`config.mk`:
```
export PLATFORM = sky130hd
export DESIGN_NAME = io_system
export DESIGN_NICKNAME = d
export VERILOG_FILES = /design/src/hdl/io_pkg.sv /design/src/hdl/io_bridge.sv /design/src/hdl/io_decode.sv /design/src/hdl/io_system.sv /design/src/hdl/sysctl_port.sv
export VERILOG_INCLUDE_DIRS = /design/src /design/src/hdl
export SDC_FILE = /design/constraint.sdc
export NUM_CORES = 1
export LEC_CHECK = 0
export BUFFER_PORTS_ARGS = -buffer_cell sky130_fd_sc_hd__buf_2
export CORE_ASPECT_RATIO = 2
export CORE_MARGIN = 8
export CORE_UTILIZATION = 51
export DETAILED_ROUTE_END_ITERATION = 12
export PLACE_DENSITY = 0.78
export SYNTH_ARGS = -nofsm -noshare
export SYNTH_HDL_FRONTEND = slang
export SYNTH_SLANG_ARGS = --single-unit
```
`constraint.sdc`:
```
create_clock -name clk_sys -period 6.1 [get_ports clk_sys]
set_input_delay 1.22 -clock clk_sys [delete_from_list [all_inputs] [get_ports clk_sys]]
set_output_delay 1.22 -clock clk_sys [all_outputs]
set_load 0.01 [all_outputs]
```
`src/hdl/io_settings.svh`:
```
`ifndef IO_SETTINGS_SVH
`define IO_SETTINGS_SVH

`define IO_ADDR_W       16
`define IO_DATA_W       32

`define SYSCTL_KEY      8'hA1
`define SYSCTL_RESET    8'hA2

`define HDD0_BASE       16'h01F0
`define HDD0_CTL        16'h03F6
`define HDD1_BASE       16'h0170
`define HDD1_CTL        16'h0376
`define FLOPPY_BASE     16'h03F0
`define DMA_MASTER_BASE 16'h00C0
`define DMA_PAGE_BASE   16'h0080
`define DMA_SLAVE_BASE  16'h0000
`define PIC_MASTER_BASE 16'h0020
`define PIC_SLAVE_BASE  16'h00A0
`define PIT_BASE        16'h0040
`define PIT_SPEAKER     16'h0061
`define PS2_IO_BASE     16'h0060
`define PS2_CTL_BASE    16'h0090
`define RTC_BASE        16'h0070
`define SB_BASE         16'h0220
`define FM_BASE         16'h0388
`define UART_BASE       16'h03F8
`define MPU_BASE        16'h0330
`define VGA_B_BASE      16'h03B0
`define VGA_C_BASE      16'h03C0
`define VGA_D_BASE      16'h03D0
`define JOY_PORT        16'h0201
`define SYSCTL_PORT     16'h8888

`endif

```
`src/hdl/io_pkg.sv`:
```
`include "io_settings.svh"

package io_pkg;

	typedef logic [`IO_ADDR_W-1:0] io_addr_t;
	typedef logic [`IO_DATA_W-1:0] io_data_t;
	typedef logic [2:0]            io_len_t; // Bytes per access.

	typedef enum logic [3:0] {
		DEV_NONE,
		DEV_HDD0,
		DEV_HDD1,
		DEV_FLOPPY,
		DEV_DMA,
		DEV_PIC,
		DEV_PIT,
		DEV_PS2,
		DEV_RTC,
		DEV_SOUND,
		DEV_UART,
		DEV_VGA,
		DEV_JOY,
		DEV_SYSCTL
	} io_dev_t;

	// Byte-wide devices sit between floppy and joystick in the enum.
	localparam int BYTE_DEVS = int'(DEV_JOY) - int'(DEV_FLOPPY) + 1;

	typedef logic [BYTE_DEVS-1:0][7:0] byte_bank_t; // Entry 0 is floppy.

endpackage

```
`src/hdl/io_bridge.sv`:
```
module io_bridge (
	input  logic             clk_sys,
	input  logic             reset_cpu,
	input  logic             cpu_req,
	input  logic             cpu_write,
	input  io_pkg::io_addr_t cpu_address,
	input  io_pkg::io_len_t  cpu_length,
	input  io_pkg::io_data_t cpu_writedata,
	output logic             cpu_ack,
	output io_pkg::io_data_t cpu_readdata,
	input  logic             io32,
	input  io_pkg::io_data_t bus_readdata,
	output io_pkg::io_addr_t bus_address,
	output io_pkg::io_len_t  bus_datasize,
	output io_pkg::io_data_t bus_writedata,
	output logic             bus_read,
	output logic             bus_write
);
	import io_pkg::*;

	typedef enum logic [2:0] {IDLE, SETUP, SETTLE, STROBE, DONE, RELEASE} state_t;

	state_t     state;
	logic       req_write;
	io_len_t    req_len;
	io_data_t   req_wdata;
	logic [1:0] beat;
	logic       wide;
	logic       wide_now;
	logic       last_beat;
	io_data_t   len_mask;
	io_data_t   assembly;

	assign wide_now  = (beat == 2'd0) ? io32 : wide; // First beat decides.
	assign last_beat = wide || (beat == 2'(req_len - 3'd1));

	always_comb begin
		for (int k = 0; k < 4; k++)
			len_mask[8*k +: 8] = (k < int'(req_len)) ? 8'hFF : 8'h00;
	end

	always_ff @(posedge clk_sys) begin
		if (reset_cpu) begin
			state       <= IDLE;
			cpu_ack     <= 1'b0;
			bus_read    <= 1'b0;
			bus_write   <= 1'b0;
			beat        <= 2'd0;
			wide        <= 1'b0;
			bus_address <= '1; // Unmapped port.
		end else begin
			bus_read  <= 1'b0;
			bus_write <= 1'b0;
			case (state)
				IDLE: if (cpu_req) begin
					bus_address <= cpu_address;
					beat        <= 2'd0;
					state       <= SETUP;
				end
				SETUP: state <= SETTLE;
				SETTLE: begin
					if (beat == 2'd0)
						wide <= io32;
					bus_read  <= !req_write;
					bus_write <= req_write;
					state     <= STROBE;
				end
				STROBE: if (last_beat) begin
					state <= DONE;
				end else begin
					beat        <= beat + 2'd1;
					bus_address <= bus_address + 1'b1; // Next byte port.
					state       <= SETUP;
				end
				DONE: begin
					cpu_ack <= 1'b1;
					state   <= RELEASE;
				end
				RELEASE: if (!cpu_req) begin
					cpu_ack <= 1'b0;
					state   <= IDLE;
				end
				default: state <= IDLE;
			endcase
		end
	end

	always_ff @(posedge clk_sys) begin
		case (state)
			IDLE: if (cpu_req) begin
				req_write <= cpu_write;
				req_len   <= cpu_length;
				req_wdata <= cpu_writedata;
				assembly  <= '0;
			end
			SETTLE: begin
				bus_datasize  <= wide_now ? req_len : 3'd1;
				bus_writedata <= wide_now ? req_wdata : io_data_t'(req_wdata[8*beat +: 8]);
			end
			STROBE: if (!req_write) begin
				if (wide)
					assembly <= bus_readdata & len_mask;
				else
					assembly[8*beat +: 8] <= bus_readdata[7:0];
			end
			DONE: cpu_readdata <= assembly;
			default: ;
		endcase
	end

endmodule

```
`src/hdl/io_decode.sv`:
```
`include "io_settings.svh"

module io_decode (
	input  logic               clk_sys,
	input  logic               reset_cpu,
	input  io_pkg::io_addr_t   bus_address,
	input  io_pkg::io_data_t   hdd0_readdata,
	input  io_pkg::io_data_t   hdd1_readdata,
	input  io_pkg::byte_bank_t byte_readdata,
	output io_pkg::io_dev_t    dev_sel,
	output logic               io32,
	output io_pkg::io_data_t   bus_readdata
);
	import io_pkg::*;

	io_dev_t    dev_next;
	logic       io32_next;
	logic [3:0] byte_idx;

	// Address lies in the aligned block of 2**span ports at base.
	function automatic logic hit(input io_addr_t addr, input io_addr_t base,
			input int unsigned span);
		return (addr >> span) == (base >> span);
	endfunction

	// Order matters where ranges overlap (3F6, 061).
	always_comb begin
		dev_next = DEV_NONE;
		if (hit(bus_address, `HDD0_BASE, 3) || bus_address == `HDD0_CTL)
			dev_next = DEV_HDD0;
		else if (hit(bus_address, `HDD1_BASE, 3) || bus_address == `HDD1_CTL)
			dev_next = DEV_HDD1;
		else if (hit(bus_address, `FLOPPY_BASE, 3))
			dev_next = DEV_FLOPPY;
		else if (hit(bus_address, `DMA_MASTER_BASE, 5) || hit(bus_address, `DMA_PAGE_BASE, 4) ||
				hit(bus_address, `DMA_SLAVE_BASE, 4))
			dev_next = DEV_DMA;
		else if (hit(bus_address, `PIC_MASTER_BASE, 1) || hit(bus_address, `PIC_SLAVE_BASE, 1))
			dev_next = DEV_PIC;
		else if (hit(bus_address, `PIT_BASE, 2) || bus_address == `PIT_SPEAKER)
			dev_next = DEV_PIT;
		else if (hit(bus_address, `PS2_IO_BASE, 3) || hit(bus_address, `PS2_CTL_BASE, 4))
			dev_next = DEV_PS2;
		else if (hit(bus_address, `RTC_BASE, 1))
			dev_next = DEV_RTC;
		else if (hit(bus_address, `SB_BASE, 4) || hit(bus_address, `FM_BASE, 2))
			dev_next = DEV_SOUND;
		else if (hit(bus_address, `UART_BASE, 3) || hit(bus_address, `MPU_BASE, 1))
			dev_next = DEV_UART;
		else if (hit(bus_address, `VGA_B_BASE, 4) || hit(bus_address, `VGA_C_BASE, 4) ||
				hit(bus_address, `VGA_D_BASE, 4))
			dev_next = DEV_VGA;
		else if (bus_address == `JOY_PORT)
			dev_next = DEV_JOY;
		else if (bus_address == `SYSCTL_PORT)
			dev_next = DEV_SYSCTL;
	end

	// Disk data ports take 16/32-bit accesses in one go. Control ports do not.
	assign io32_next = ((dev_next == DEV_HDD0 || dev_next == DEV_HDD1) && !bus_address[9]) ||
		dev_next == DEV_SYSCTL;

	always_ff @(posedge clk_sys) begin
		if (reset_cpu) begin
			dev_sel <= DEV_NONE;
			io32    <= 1'b0;
		end else begin
			dev_sel <= dev_next;
			io32    <= io32_next;
		end
	end

	always_comb begin
		byte_idx = 4'(dev_sel) - 4'(DEV_FLOPPY);
		case (dev_sel)
			DEV_HDD0:             bus_readdata = hdd0_readdata;
			DEV_HDD1:             bus_readdata = hdd1_readdata;
			DEV_NONE, DEV_SYSCTL: bus_readdata = '1; // Open bus.
			default:              bus_readdata = io_data_t'(byte_readdata[byte_idx]);
		endcase
	end

endmodule

```
`src/hdl/io_system.sv`:
```
module io_system (
	input  logic               clk_sys,
	input  logic               reset_cpu,
	input  logic               cpu_req,
	input  logic               cpu_write,
	input  io_pkg::io_addr_t   cpu_address,
	input  io_pkg::io_len_t    cpu_length,
	input  io_pkg::io_data_t   cpu_writedata,
	output logic               cpu_ack,
	output io_pkg::io_data_t   cpu_readdata,
	output io_pkg::io_addr_t   bus_address,
	output io_pkg::io_len_t    bus_datasize,
	output io_pkg::io_data_t   bus_writedata,
	output logic               bus_read,
	output logic               bus_write,
	output io_pkg::io_dev_t    dev_sel,
	input  io_pkg::io_data_t   hdd0_readdata,
	input  io_pkg::io_data_t   hdd1_readdata,
	input  io_pkg::byte_bank_t byte_readdata,
	output logic [7:0]         syscfg
);
	import io_pkg::*;

	logic     io32;
	io_data_t bus_readdata;

	io_bridge bridge0 (
		.clk_sys       (clk_sys),
		.reset_cpu     (reset_cpu),
		.cpu_req       (cpu_req),
		.cpu_write     (cpu_write),
		.cpu_address   (cpu_address),
		.cpu_length    (cpu_length),
		.cpu_writedata (cpu_writedata),
		.cpu_ack       (cpu_ack),
		.cpu_readdata  (cpu_readdata),
		.io32          (io32),
		.bus_readdata  (bus_readdata),
		.bus_address   (bus_address),
		.bus_datasize  (bus_datasize),
		.bus_writedata (bus_writedata),
		.bus_read      (bus_read),
		.bus_write     (bus_write)
	);

	io_decode decode0 (
		.clk_sys       (clk_sys),
		.reset_cpu     (reset_cpu),
		.bus_address   (bus_address),
		.hdd0_readdata (hdd0_readdata),
		.hdd1_readdata (hdd1_readdata),
		.byte_readdata (byte_readdata),
		.dev_sel       (dev_sel),
		.io32          (io32),
		.bus_readdata  (bus_readdata)
	);

	// Watches the decoded device as well as writes.
	sysctl_port sysctl0 (
		.clk_sys       (clk_sys),
		.reset_cpu     (reset_cpu),
		.dev_sel       (dev_sel),
		.bus_write     (bus_write),
		.bus_datasize  (bus_datasize),
		.bus_writedata (bus_writedata),
		.syscfg        (syscfg)
	);

endmodule

```
`src/hdl/sysctl_port.sv`:
```
`include "io_settings.svh"

module sysctl_port (
	input  logic             clk_sys,
	input  logic             reset_cpu,
	input  io_pkg::io_dev_t  dev_sel,
	input  logic             bus_write,
	input  io_pkg::io_len_t  bus_datasize,
	input  io_pkg::io_data_t bus_writedata,
	output logic [7:0]       syscfg
);
	import io_pkg::*;

	logic in_reset;
	logic disk_sel;
	logic key_write;

	assign disk_sel = dev_sel == DEV_HDD0 || dev_sel == DEV_HDD1 || dev_sel == DEV_FLOPPY;

	// Only a keyed 16-bit write reaches the register.
	assign key_write = bus_write && dev_sel == DEV_SYSCTL && bus_datasize == 3'd2 &&
		bus_writedata[15:8] == `SYSCTL_KEY;

	always_ff @(posedge clk_sys) begin
		if (reset_cpu) begin
			syscfg   <= `SYSCTL_RESET;
			in_reset <= 1'b1;
		end else if (disk_sel && in_reset) begin
			syscfg   <= 8'h00; // Boot has reached the disks.
			in_reset <= 1'b0;
		end else if (key_write) begin
			syscfg   <= bus_writedata[7:0];
			in_reset <= 1'b0;
		end
	end

endmodule

```
==> Yosys cells after proc, flatten, opt, wreduce, memory -nomap -nowiden <==
Cells that the tools add are included.
{ "word_totals": {"regBits": 174} }
{ "op_classes": {"add_sub_neg": 5, "n_lt_le_gt_ge": 5, "n_shift": 3, "n_eq_ne": 42, "mux": 43, "reduce_logical": 38, "bitwise": 2} }
{ "op_table": {"columns": ["op", "n"], "rows": [
  ["2-to-1 mux 32 bit", 3],
  ["case mux 32 bit (3 select lines)", 1],
  ["2-to-1 mux 8 bit", 8],
  ["case mux 32 bit (2 select lines)", 1],
  ["2-to-1 mux 4 bit", 13],
  ["equality test 12 x 6 -> 1 bit (second input constant)", 4],
  ["equality test 16 x 10 -> 1 bit (second input constant)", 3],
  ["negator 5 -> 34 bit", 1],
  ["variable shift 8 x 34 -> 32 bit (first input constant)", 1],
  ["variable part select 8 x 34 -> 32 bit", 1],
  ["bitwise AND 32 bit", 1],
  ["binary-select mux 8 bit (select 4 bit)", 1],
  ["bitwise mux 32 bit", 1],
  ["2-to-1 mux 16 bit", 2],
  ["case mux 16 bit (2 select lines)", 1],
  ["variable part select 32 x 6 -> 8 bit", 1],
  ["equality test 13 x 6 -> 1 bit (second input constant)", 2],
  ["equality test 13 x 7 -> 1 bit (second input constant)", 2],
  ["equality test 12 x 4 -> 1 bit (second input constant)", 2],
  ["case mux 3 bit (6 select lines)", 1],
  ["adder 16 x 1 -> 16 bit (second input constant)", 1],
  ["equality test 16 bit (second input constant)", 1],
  ["equality test 16 x 7 -> 1 bit (second input constant)", 1],
  ["logical NOT 16 bit", 1],
  ["other kinds (39)", 84]
]} }

==> Logic depth before layout (Yosys ltp) <==
Gate-level depths: netlist of run 1.
{ "depth": {"ltp_word": 18, "depth_mapped": 12, "depth_no_buf": 8} }

==> Cells and area by module <==
A second synthesis of run 1 with hierarchy kept.
{ "hier_totals": {"cells_unflattened": 773, "hier_area_um2": 8973.6} }
{ "by_module_without_submodules": {"columns": ["mod", "seq_area_each_um2", "instances", "cells_per_inst", "area_each_um2"], "rows": [
  ["io_bridge", 4554.4, 1, 543, 6812.8],
  ["io_decode", 100.1, 1, 194, 1755.4],
  ["sysctl_port", 180.2, 1, 36, 405.4]
]} }

==> Worst setup path before layout of run 1 <==
No wires, ideal clock.
{ "synth_path": {"kind": "input port to flip-flop", "from": "in cpu_req", "to": "reg bridge0.bus_address[15]", "slack_ns": 1.333, "t_required_ns": 5.980, "setup_time_ns": 0.120, "t_arrival_ns": 4.648, "stages": 5, "n_path_buf": 1, "path_cell_list": "nand2b_1 -> nor3_1 -> nor2_1 -> clkbuf_1 -> o31a_1"} }
{ "synth_between": {"elab_chain_cells": 2} }
{ "synth_rtl": {"columns": ["item", "line_no", "rtl"], "rows": [
  ["start, declared", "io_system.sv:4", "input logic cpu_req,"],
  ["!= test 2 bit (no line)", null, null],
  ["AND reduction 3 bit (no line)", null, null],
  ["end signal, assigned", "io_bridge.sv:56", "bus_address <= cpu_address;"],
  ["end signal, assigned", "io_bridge.sv:72", "bus_address <= bus_address + 1'b1;"],
  ["end, declared", "io_bridge.sv:13", "output io_pkg::io_addr_t bus_address,"]
]} }
No other way between the ends.
A chain may end at the register's enable or synchronous reset.

==> Final worst setup path of run 1 <==
{ "layout_path": {"from": "reg decode0.dev_sel[0]", "to": "reg bridge0.assembly[25], data pin"} }
{ "layout_between": {"elab_chain_cells": 9} }
{ "layout_rtl": {"columns": ["item", "line_no", "rtl"], "rows": [
  ["start, declared", "io_decode.sv:10", "output io_pkg::io_dev_t dev_sel,"],
  ["start signal, assigned", "io_decode.sv:68", "dev_sel <= dev_next;"],
  ["subtractor 4 x 2 -> 4 bit", "io_decode.sv:74", "byte_idx = 4'(dev_sel) - 4'(DEV_FLOPPY);"],
  ["binary-select mux 8 bit (select 4 bit)", "io_decode.sv:79", "default: bus_readdata = io_data_t'(byte_readdata[byte_idx]);"],
  ["2-to-1 mux 8 bit (implied by the code)", "io_decode.sv:79", null],
  ["case mux 32 bit (3 select lines) *", "io_decode.sv:75", "case (dev_sel)"],
  ["variable part select 8 x 34 -> 32 bit", "io_bridge.sv:104", "assembly[8*beat +: 8] <= bus_readdata[7:0];"],
  ["bitwise mux 32 bit", "io_bridge.sv:104", null],
  ["2-to-1 mux 32 bit *", "io_bridge.sv:101", "if (wide)"],
  ["2-to-1 mux 32 bit *", "io_bridge.sv:100", "STROBE: if (!req_write) begin"],
  ["case mux 32 bit (2 select lines) *", "io_bridge.sv:89", "case (state)"],
  ["end signal, assigned", "io_bridge.sv:102", "assembly <= bus_readdata & len_mask;"],
  ["end signal, assigned by index", "io_bridge.sv:104", null],
  ["end, declared", "io_bridge.sv:32", "io_data_t assembly;"]
]} }
Every way passes the cells marked *; elsewhere a longest branch is shown, timed or not. The select of a mux whose other input is x is not followed.

==> impl_results.md, run 1 <==
- Iter 0 DRT Violations: 577
- CTS resizes: 0
- Hold Path Class: reg2reg
- Die Wd: 109 um
- Outcome: finished clean
- Crit. Startpoint: decode0.dev_sel[0]$_SDFF_PP0_
- Synth unique cells: 68
- Nets: 1254
- CTS Buffer Depth: 2
- Rows: 67
- Syn avg cell area: approximately 11 sq um
- Worst-path clk slew: 0.07 ns
- IO Pins: 297
- Via count: between 7000 and 8000
- Static Leak: 0.00442 uW
- Number of vias per cell: between 6 and 7
- Mapped cell area: 8740 sq um
- Max FO, Critical Path: 31
- Post-CTS Setup Bufs: 0
- Yosys warns: 0
- Flop-to-flop setup slack: 2.34 ns
- Initial antenna violation count: 0
- Most frequent cells in the layout: buf_2 (296), edfxtp_1 (135), a21oi_1 (70)
- RSZ-0062 raised after global routing: false
- Grt ovf: 0
- Dpl hpwl: around 21000 um
- Maximum clock rate: approximately 270 MHz
- Commonest non-fill, non-tap cell in the layout: buf_2
- Synth Register Bits: 174
- Synthesized net count: 983
- Reg-to-Reg End: bridge0.assembly[25]$_SDFFCE_PN0P_
- Register area share after synthesis: 55.3%
- Worst Reg-to-Reg Cells: 8
- Worst vdd ir: 0.268 mV
- Skew-Pair Late Insertion Delay: 0.44 ns
- Min cycle time layout: approximately 3.8 ns
- CTS sink count: 174
- Worst-Margin Slew: approximately 1.1 ns
- Largest net degree at the start of global routing: 40
- Avg WL per Cell: between 20 and 25 um
- Max-Cap Viols: 0
- Required time of the critical path: roughly 6.3 ns
- Detail Route Antenna Nets: 0
- Pre-antenna DRT Iters: 5
- Nature of the critical path startpoint: flop
- Synth-to-layout area growth: 25.1%
- Starting density of the core: 52.1%
- Critical Path Sink Type: flop
- Antenna cell count: 0
- Num CTS Buffers: 17
- Hold buffers post-CTS: 0
- Reg2Reg Launch Point: decode0.dev_sel[0]$_SDFF_PP0_
- WS Path Type: reg2reg
- Htree depth: 4
- Post-synthesis cell count: 771
- Power per cell area: around 280 nW/um^2
- DRT Wirelength: about 27000 um
- Clk_skew: roughly 0.016 ns
- IO buf count: approximately 300
- Tot GR Track Use: 24.4%
- Final hold violation count: 0
- Worst rel slew slack: 23.2%
- Post-route DRC: 0
- CTS tree: built
- Critical Path End: bridge0.assembly[25]$_SDFFCE_PN0P_
- First-pass GRT wire length: between 40000 and 50000 um
- GP Congestion: 0.862
- Setup Viol. Count Final: 0
- Final Max Tran Viols: 0
- FFs w/ async S/R, synth: 0%
- Number of enable flip-flop cells after synthesis: 135
- Final worst-path cycle share: 61.6%
- Share of layout cells above drive strength 1: roughly 36%
- Final TNS setup: 0 ns
- Core region area: 16800 sq um
- Post-Route Utilization: 65.2%
- WP data arrival: 3.93 ns
- Die ar.: 21800 sq um
- Root buffer cell: clkbuf_16
- Vias in the first global route: 7561
- DIE HEIGHT: 201 um
- Ys flop type: edfxtp_1
-- worst max-delay path, cell delays in order, from the launching register on --
cell     delay (ns)
dfxtp_2        0.93
inv_1          0.18
ha_1           0.92
mux4_2         0.41
nand2_1        0.09
a21oi_1        0.09
nor3_1         0.35
nor2_1         0.18
a221o_1        0.36
-- cell usage after synthesis, types with 9 or more instances --
| cell | count | area (sq um) |
|---|---|---|
| inv_1 | 12 | 45.0 |
| a21oi_1 | 70 | 350 |
| nor2_1 | 51 | 191 |
| nand2_1 | 56 | 210 |
| mux2_2 | 9 | 101 |
| mux2i_1 | 17 | 170 |
| o21ai_1 | 9 | 45.0 |
| dfxtp_1 | 39 | 781 |
| buf_2 | 10 | 50.1 |
| clkbuf_1 | 39 | 146 |
| a221o_1 | 14 | 140 |
| and3_1 | 13 | 81.3 |
| ha_1 | 13 | 163 |
| nor3_1 | 28 | 140 |
| o21ai_0 | 29 | 145 |
| and2_1 | 32 | 200 |
| edfxtp_1 | 135 | 4050 |
| a22oi_1 | 34 | 255 |
| mux4_2 | 16 | 360 |
-- area by class of cell --
cell class | count | area (sq um)
clock buffer | 17 | 425
clock inverter | 15 | 170
fill | 1383 | 5840
inverter | 13 | 48.8
multi-input combinational | 533 | 3660
sequential | 174 | 4840
tap | 207 | 259
timing repair buffer | 303 | 1530
-- logic make-up after synthesis --
family / count (synthesis) / synth area share [%]
flip-flops: 174 / 55.3
adder cells (fa/ha/maj): 13 / 1.86
XOR/XNOR: 6 / 0.688
AO/OA/AOI/OAI: 229 / 17.5
multiplexers: 42 / 7.23
AND/OR/NAND/NOR: 243 / 14.4
buffers and inverters: 64 / 3.02
-- sequential cells by signal, indices dropped and copies added (netlist names), 2 cells and up --
signal and count:
bridge0.state 3, bridge0.req_len 3, bridge0.assembly 32, bridge0.req_wdata 32, bridge0.cpu_readdata 32, decode0.dev_sel 4, bridge0.bus_address 16, bridge0.bus_writedata 32
bridge0.beat 2, sysctl0.syscfg 8, bridge0.bus_datasize 3
-- worst min-delay path by stage --
stage,start,end,cells after the start
2_1_floorplan,bridge0.assembly[16]$_SDFFCE_PN0P_,bridge0.cpu_readdata[16]$_DFFE_PP_,0
3_3_place_gp,bridge0.assembly[28]$_SDFFCE_PN0P_,bridge0.cpu_readdata[28]$_DFFE_PP_,0
3_5_place_dp,bridge0.assembly[30]$_SDFFCE_PN0P_,bridge0.cpu_readdata[30]$_DFFE_PP_,0
4_1_cts,bridge0.assembly[22]$_SDFFCE_PN0P_,bridge0.cpu_readdata[22]$_DFFE_PP_,0
5_1_grt,bridge0.assembly[22]$_SDFFCE_PN0P_,bridge0.cpu_readdata[22]$_DFFE_PP_,0
6_report,bridge0.assembly[22]$_SDFFCE_PN0P_,bridge0.cpu_readdata[22]$_DFFE_PP_,0
-- metal layers --
layer | up-vias | wire, um | track usage [%]
met2 | 393 | 14800 | 44.7
met5 | - | 0 | 0
met1 | 3651 | 9130 | 25.4
li1 | 3528 | - | -
met3 | 43 | 2330 | 4.93
met4 | 0 | 945 | 11.3
-- report_power, final --
part / switching [uW] / leakage (uW) / internal (uW) / total, uW
Combinational: 252 / 0.00254 / 175 / 428
Sequential: 113 / 0.00160 / 1430 / 1540
Clock: 513 / 0.000290 / 583 / 1100
Total: 878 / 0.00442 / 2190 / 3060
-- through the flow --
stage	worst slack, ns	hold slack, ns	total power [uW]	instances	area, sq um
3_3_place_gp	2.48	0.433	1980	1230	10300
2_1_floorplan	1.33	0.427	1780	771	8740
5_1_grt	2.11	0.458	3170	1262	10900
4_1_cts	2.26	0.444	3080	1262	10900
3_5_place_dp	2.29	0.436	1990	1230	10300
6_report	2.34	0.440	3060	1262	10900
No activity file was read; power rests on OpenSTA's default activity.
==> run 2: changes to the inputs <==
- CORE_UTILIZATION: 51 -> 46
- PLACE_DENSITY: 0.78 -> 0.74
- clock period: 6.1 -> 3.45 ns (I/O delays scaled with it)
==> run 2 against run 1 <==
Against the previous run:
- sequential cell count unchanged
- critical endpoint unchanged
- combinational power up 80%
- setup slack worse by 2.1 ns
- largest cell class unchanged
- maximum frequency up 19%
- cell count up 4.6%
- total power up 79%
==> impl_results.md, run 2 (synthesis gave the netlist of run 1 again) <==
- Outcome: finished clean (unchanged)
- Worst-path clk slew: 0.07 ns (about the same)
- CTS sink count: 174 (unchanged)
- Max-Cap Viols: 0 (unchanged)
- Grt ovf: 0 (unchanged)
- Post-Route Utilization: 59.1% (was 65.2%)
- Setup Viol. Count Final: 0 (unchanged)
- WP data arrival: 3.35 ns (was 3.93 ns)
- Static Leak: 0.00447 uW (was 0.00442 uW)
- Number of fill cells: 1601 (was 1383)
- Worst rel slew slack: 14.9% (was 23.2%)
- RSZ-0062 raised after global routing: false (unchanged)
- Nets: 1263 (was 1254)
- Most frequent cells in the layout: buf_2 (296), edfxtp_1 (135), a21oi_1 (70) (unchanged)
- Vias in the first global route: 7645 (was 7561)
- Initial antenna violation count: 2 (was 0)
- Final worst-path cycle share: 91.8% (was 61.6%)
- Worst Hold Path Cells: 1 (was 0)
- Num CTS Buffers: 17 (unchanged)
- Final TNS setup: 0 ns (unchanged)
- Nature of the critical path startpoint: flop (unchanged)
- First-pass GRT wire length: 43700 um (was 41200 um)
- Internal power: 3930 uW (was 2190 uW)
- Final hold violation count: 0 (unchanged)
- Comb pwr share: 14.0% (about the same)
- Worst vdd ir: 0.372 mV (was 0.268 mV)
- Avg WL per Cell: 21.9 um (was 21.6 um)
- Post-route DRC: 0 (unchanged)
- DRT Wirelength: 28900 um (was 27200 um)
- Final Hold Slack: 0.433 ns (was 0.440 ns)
- Commonest non-fill, non-tap cell in the layout: buf_2 (unchanged)
- Rows: 71 (was 67)
- Pre-antenna DRT Iters: 5 (unchanged)
- Largest net degree at the start of global routing: 38 (was 40)
- Core region area: 18700 sq um (was 16800 sq um)
- DIE HEIGHT: 211 um (was 201 um)
- IO Pins: 297 (unchanged)
- Htree depth: 4 (unchanged)
- Maximum clock rate: 316 MHz (was 266 MHz)
- Power per cell area: 495 nW/um^2 (was 280 nW/um^2)
- Tot GR Track Use: 23.9% (was 24.4%)
- Net Sw Frac: 28.2% (was 28.7%)
- Cell Chain, Critical Path: nor2_1, and2_1, o21ai_1, a221oi_1, nor2_1, a221o_1 (was inv_1, ha_1, mux4_2, nand2_1, a21oi_1, nor3_1, nor2_1, a221o_1)
- Die Wd: 113 um (was 109 um)
- Area post-placement: 10500 sq um (was 10300 sq um)
- Clock power frac: 36.0% (was 35.8%)
- Root buffer cell: clkbuf_16 (unchanged)
- Hold buffers post-CTS: 0 (unchanged)
- Share of layout cells above drive strength 1: 36.0% (was 35.5%)
- CTS Buffer Depth: 2 (unchanged)
- Worst Reg-to-Reg Cells: 6 (was 8)
- IO buf count: 296 (unchanged)
- Critical Path Sink Type: flop (unchanged)
- CP max stage cell: and2_1 (was dfxtp_2)
- Worst-Margin Slew: 1.27 ns (was 1.14 ns)
- Fin cells: 1320 (was 1262)
- CTS resizes: 0 (unchanged)
- Slowest stage delay, CP: 0.95 ns (was 0.93 ns)
- Die ar.: 23900 sq um (was 21800 sq um)
- Number of vias per cell: 5.81 (was 6.03)
- Hold Path Class: in2reg (was reg2reg)
- Min cycle time layout: 3.17 ns (was 3.76 ns)
- Dpl hpwl: 22600 um (was 21100 um)
- Net Switching: 1550 uW (was 878 uW)
- Skew-Pair Late Insertion Delay: 0.43 ns (was 0.44 ns)
- GP Congestion: 0.927 (was 0.862)
- Starting density of the core: 46.6% (was 52.1%)
- WS Path Type: reg2reg (unchanged)
- Iter 0 DRT Violations: 517 (was 577)
- Synth-to-layout area growth: 26.7% (was 25.1%)
- Most common cell on crit path: nor2_1
- CTS tree: built (unchanged)
- Finished Cell Area: 11100 sq um (was 10900 sq um)
- Max FO, Critical Path: 33 (was 31)
- Final Max Tran Viols: 0 (unchanged)
- Via count: 7673 (was 7615)
- Post-CTS Setup Bufs: 0 (unchanged)
- Flop pwr share: 49.9% (was 50.3%)
- Clk_skew: 0.0174 ns (was 0.0162 ns)
- Placed cells: 1287 (was 1230)
- Required time of the critical path: 3.63 ns (was 6.28 ns)
- Detail Route Antenna Nets: 0 (unchanged)
==> run 2: worst max-delay path, delay by kind of cell, from the launching register on <==
| kind | cells | cell delay [ns] |
|---|---|---|
| AO/OA/AOI/OAI | 3 | 1.14 |
| flip-flops | 1 | 0.38 |
| AND/OR/NAND/NOR | 3 | 1.40 |
==> run 2: per-stage QoR <==
step	power [uW]	setup slack, ns
floorplan	3150	0.390
global route	5670	0.0557
CTS	5500	0.326
global placement	3530	0.484
detailed placement	3550	0.349
finish	5480	0.284
==> run 2: worst paths after layout <==
check                                startpoint                                  to  slack [ns]
max               decode0.dev_sel[2]$_SDFF_PP0_  bridge0.assembly[25]$_SDFFCE_PN0P_        0.28
min                           cpu_writedata[16]     bridge0.req_wdata[16]$_DFFE_PP_        0.43
max reg2reg       decode0.dev_sel[2]$_SDFF_PP0_  bridge0.assembly[25]$_SDFFCE_PN0P_        0.28
min reg2reg  bridge0.assembly[18]$_SDFFCE_PN0P_  bridge0.cpu_readdata[18]$_DFFE_PP_        0.47
==> run 2: cell type report <==
type | instances | area, sq um | area share, %
Clock buffer | 17 | 425 | 3.84
Inverter | 13 | 48.8 | 0.441
Multi-Input combinational cell | 533 | 3660 | 33.1
Timing Repair Buffer | 312 | 1600 | 14.5
Clock inverter | 14 | 174 | 1.57
Antenna cell | 2 | 5.00 | 0.0452
Sequential cell | 174 | 4840 | 43.7
Tap cell | 255 | 319 | 2.88
==> run 2: power by group through the flow <==
stage          logic, uW  clock network (uW)  registers (uW)
3_3_place_gp         761                   0            2770
2_1_floorplan        445                   0            2700
3_5_place_dp         773                   0            2780
4_1_cts              776                1990            2730
6_report             770                1970            2740
5_1_grt              846                2070            2760
==> run 2: layer usage <==
| metal | track usage, % | wire, um |
|---|---|---|
| met1 | 25.0 | 9960 |
| met2 | 44.2 | 15800 |
| met3 | 4.75 | 2020 |
| met4 | 11.9 | 1110 |
| met5 | 0 | 0 |
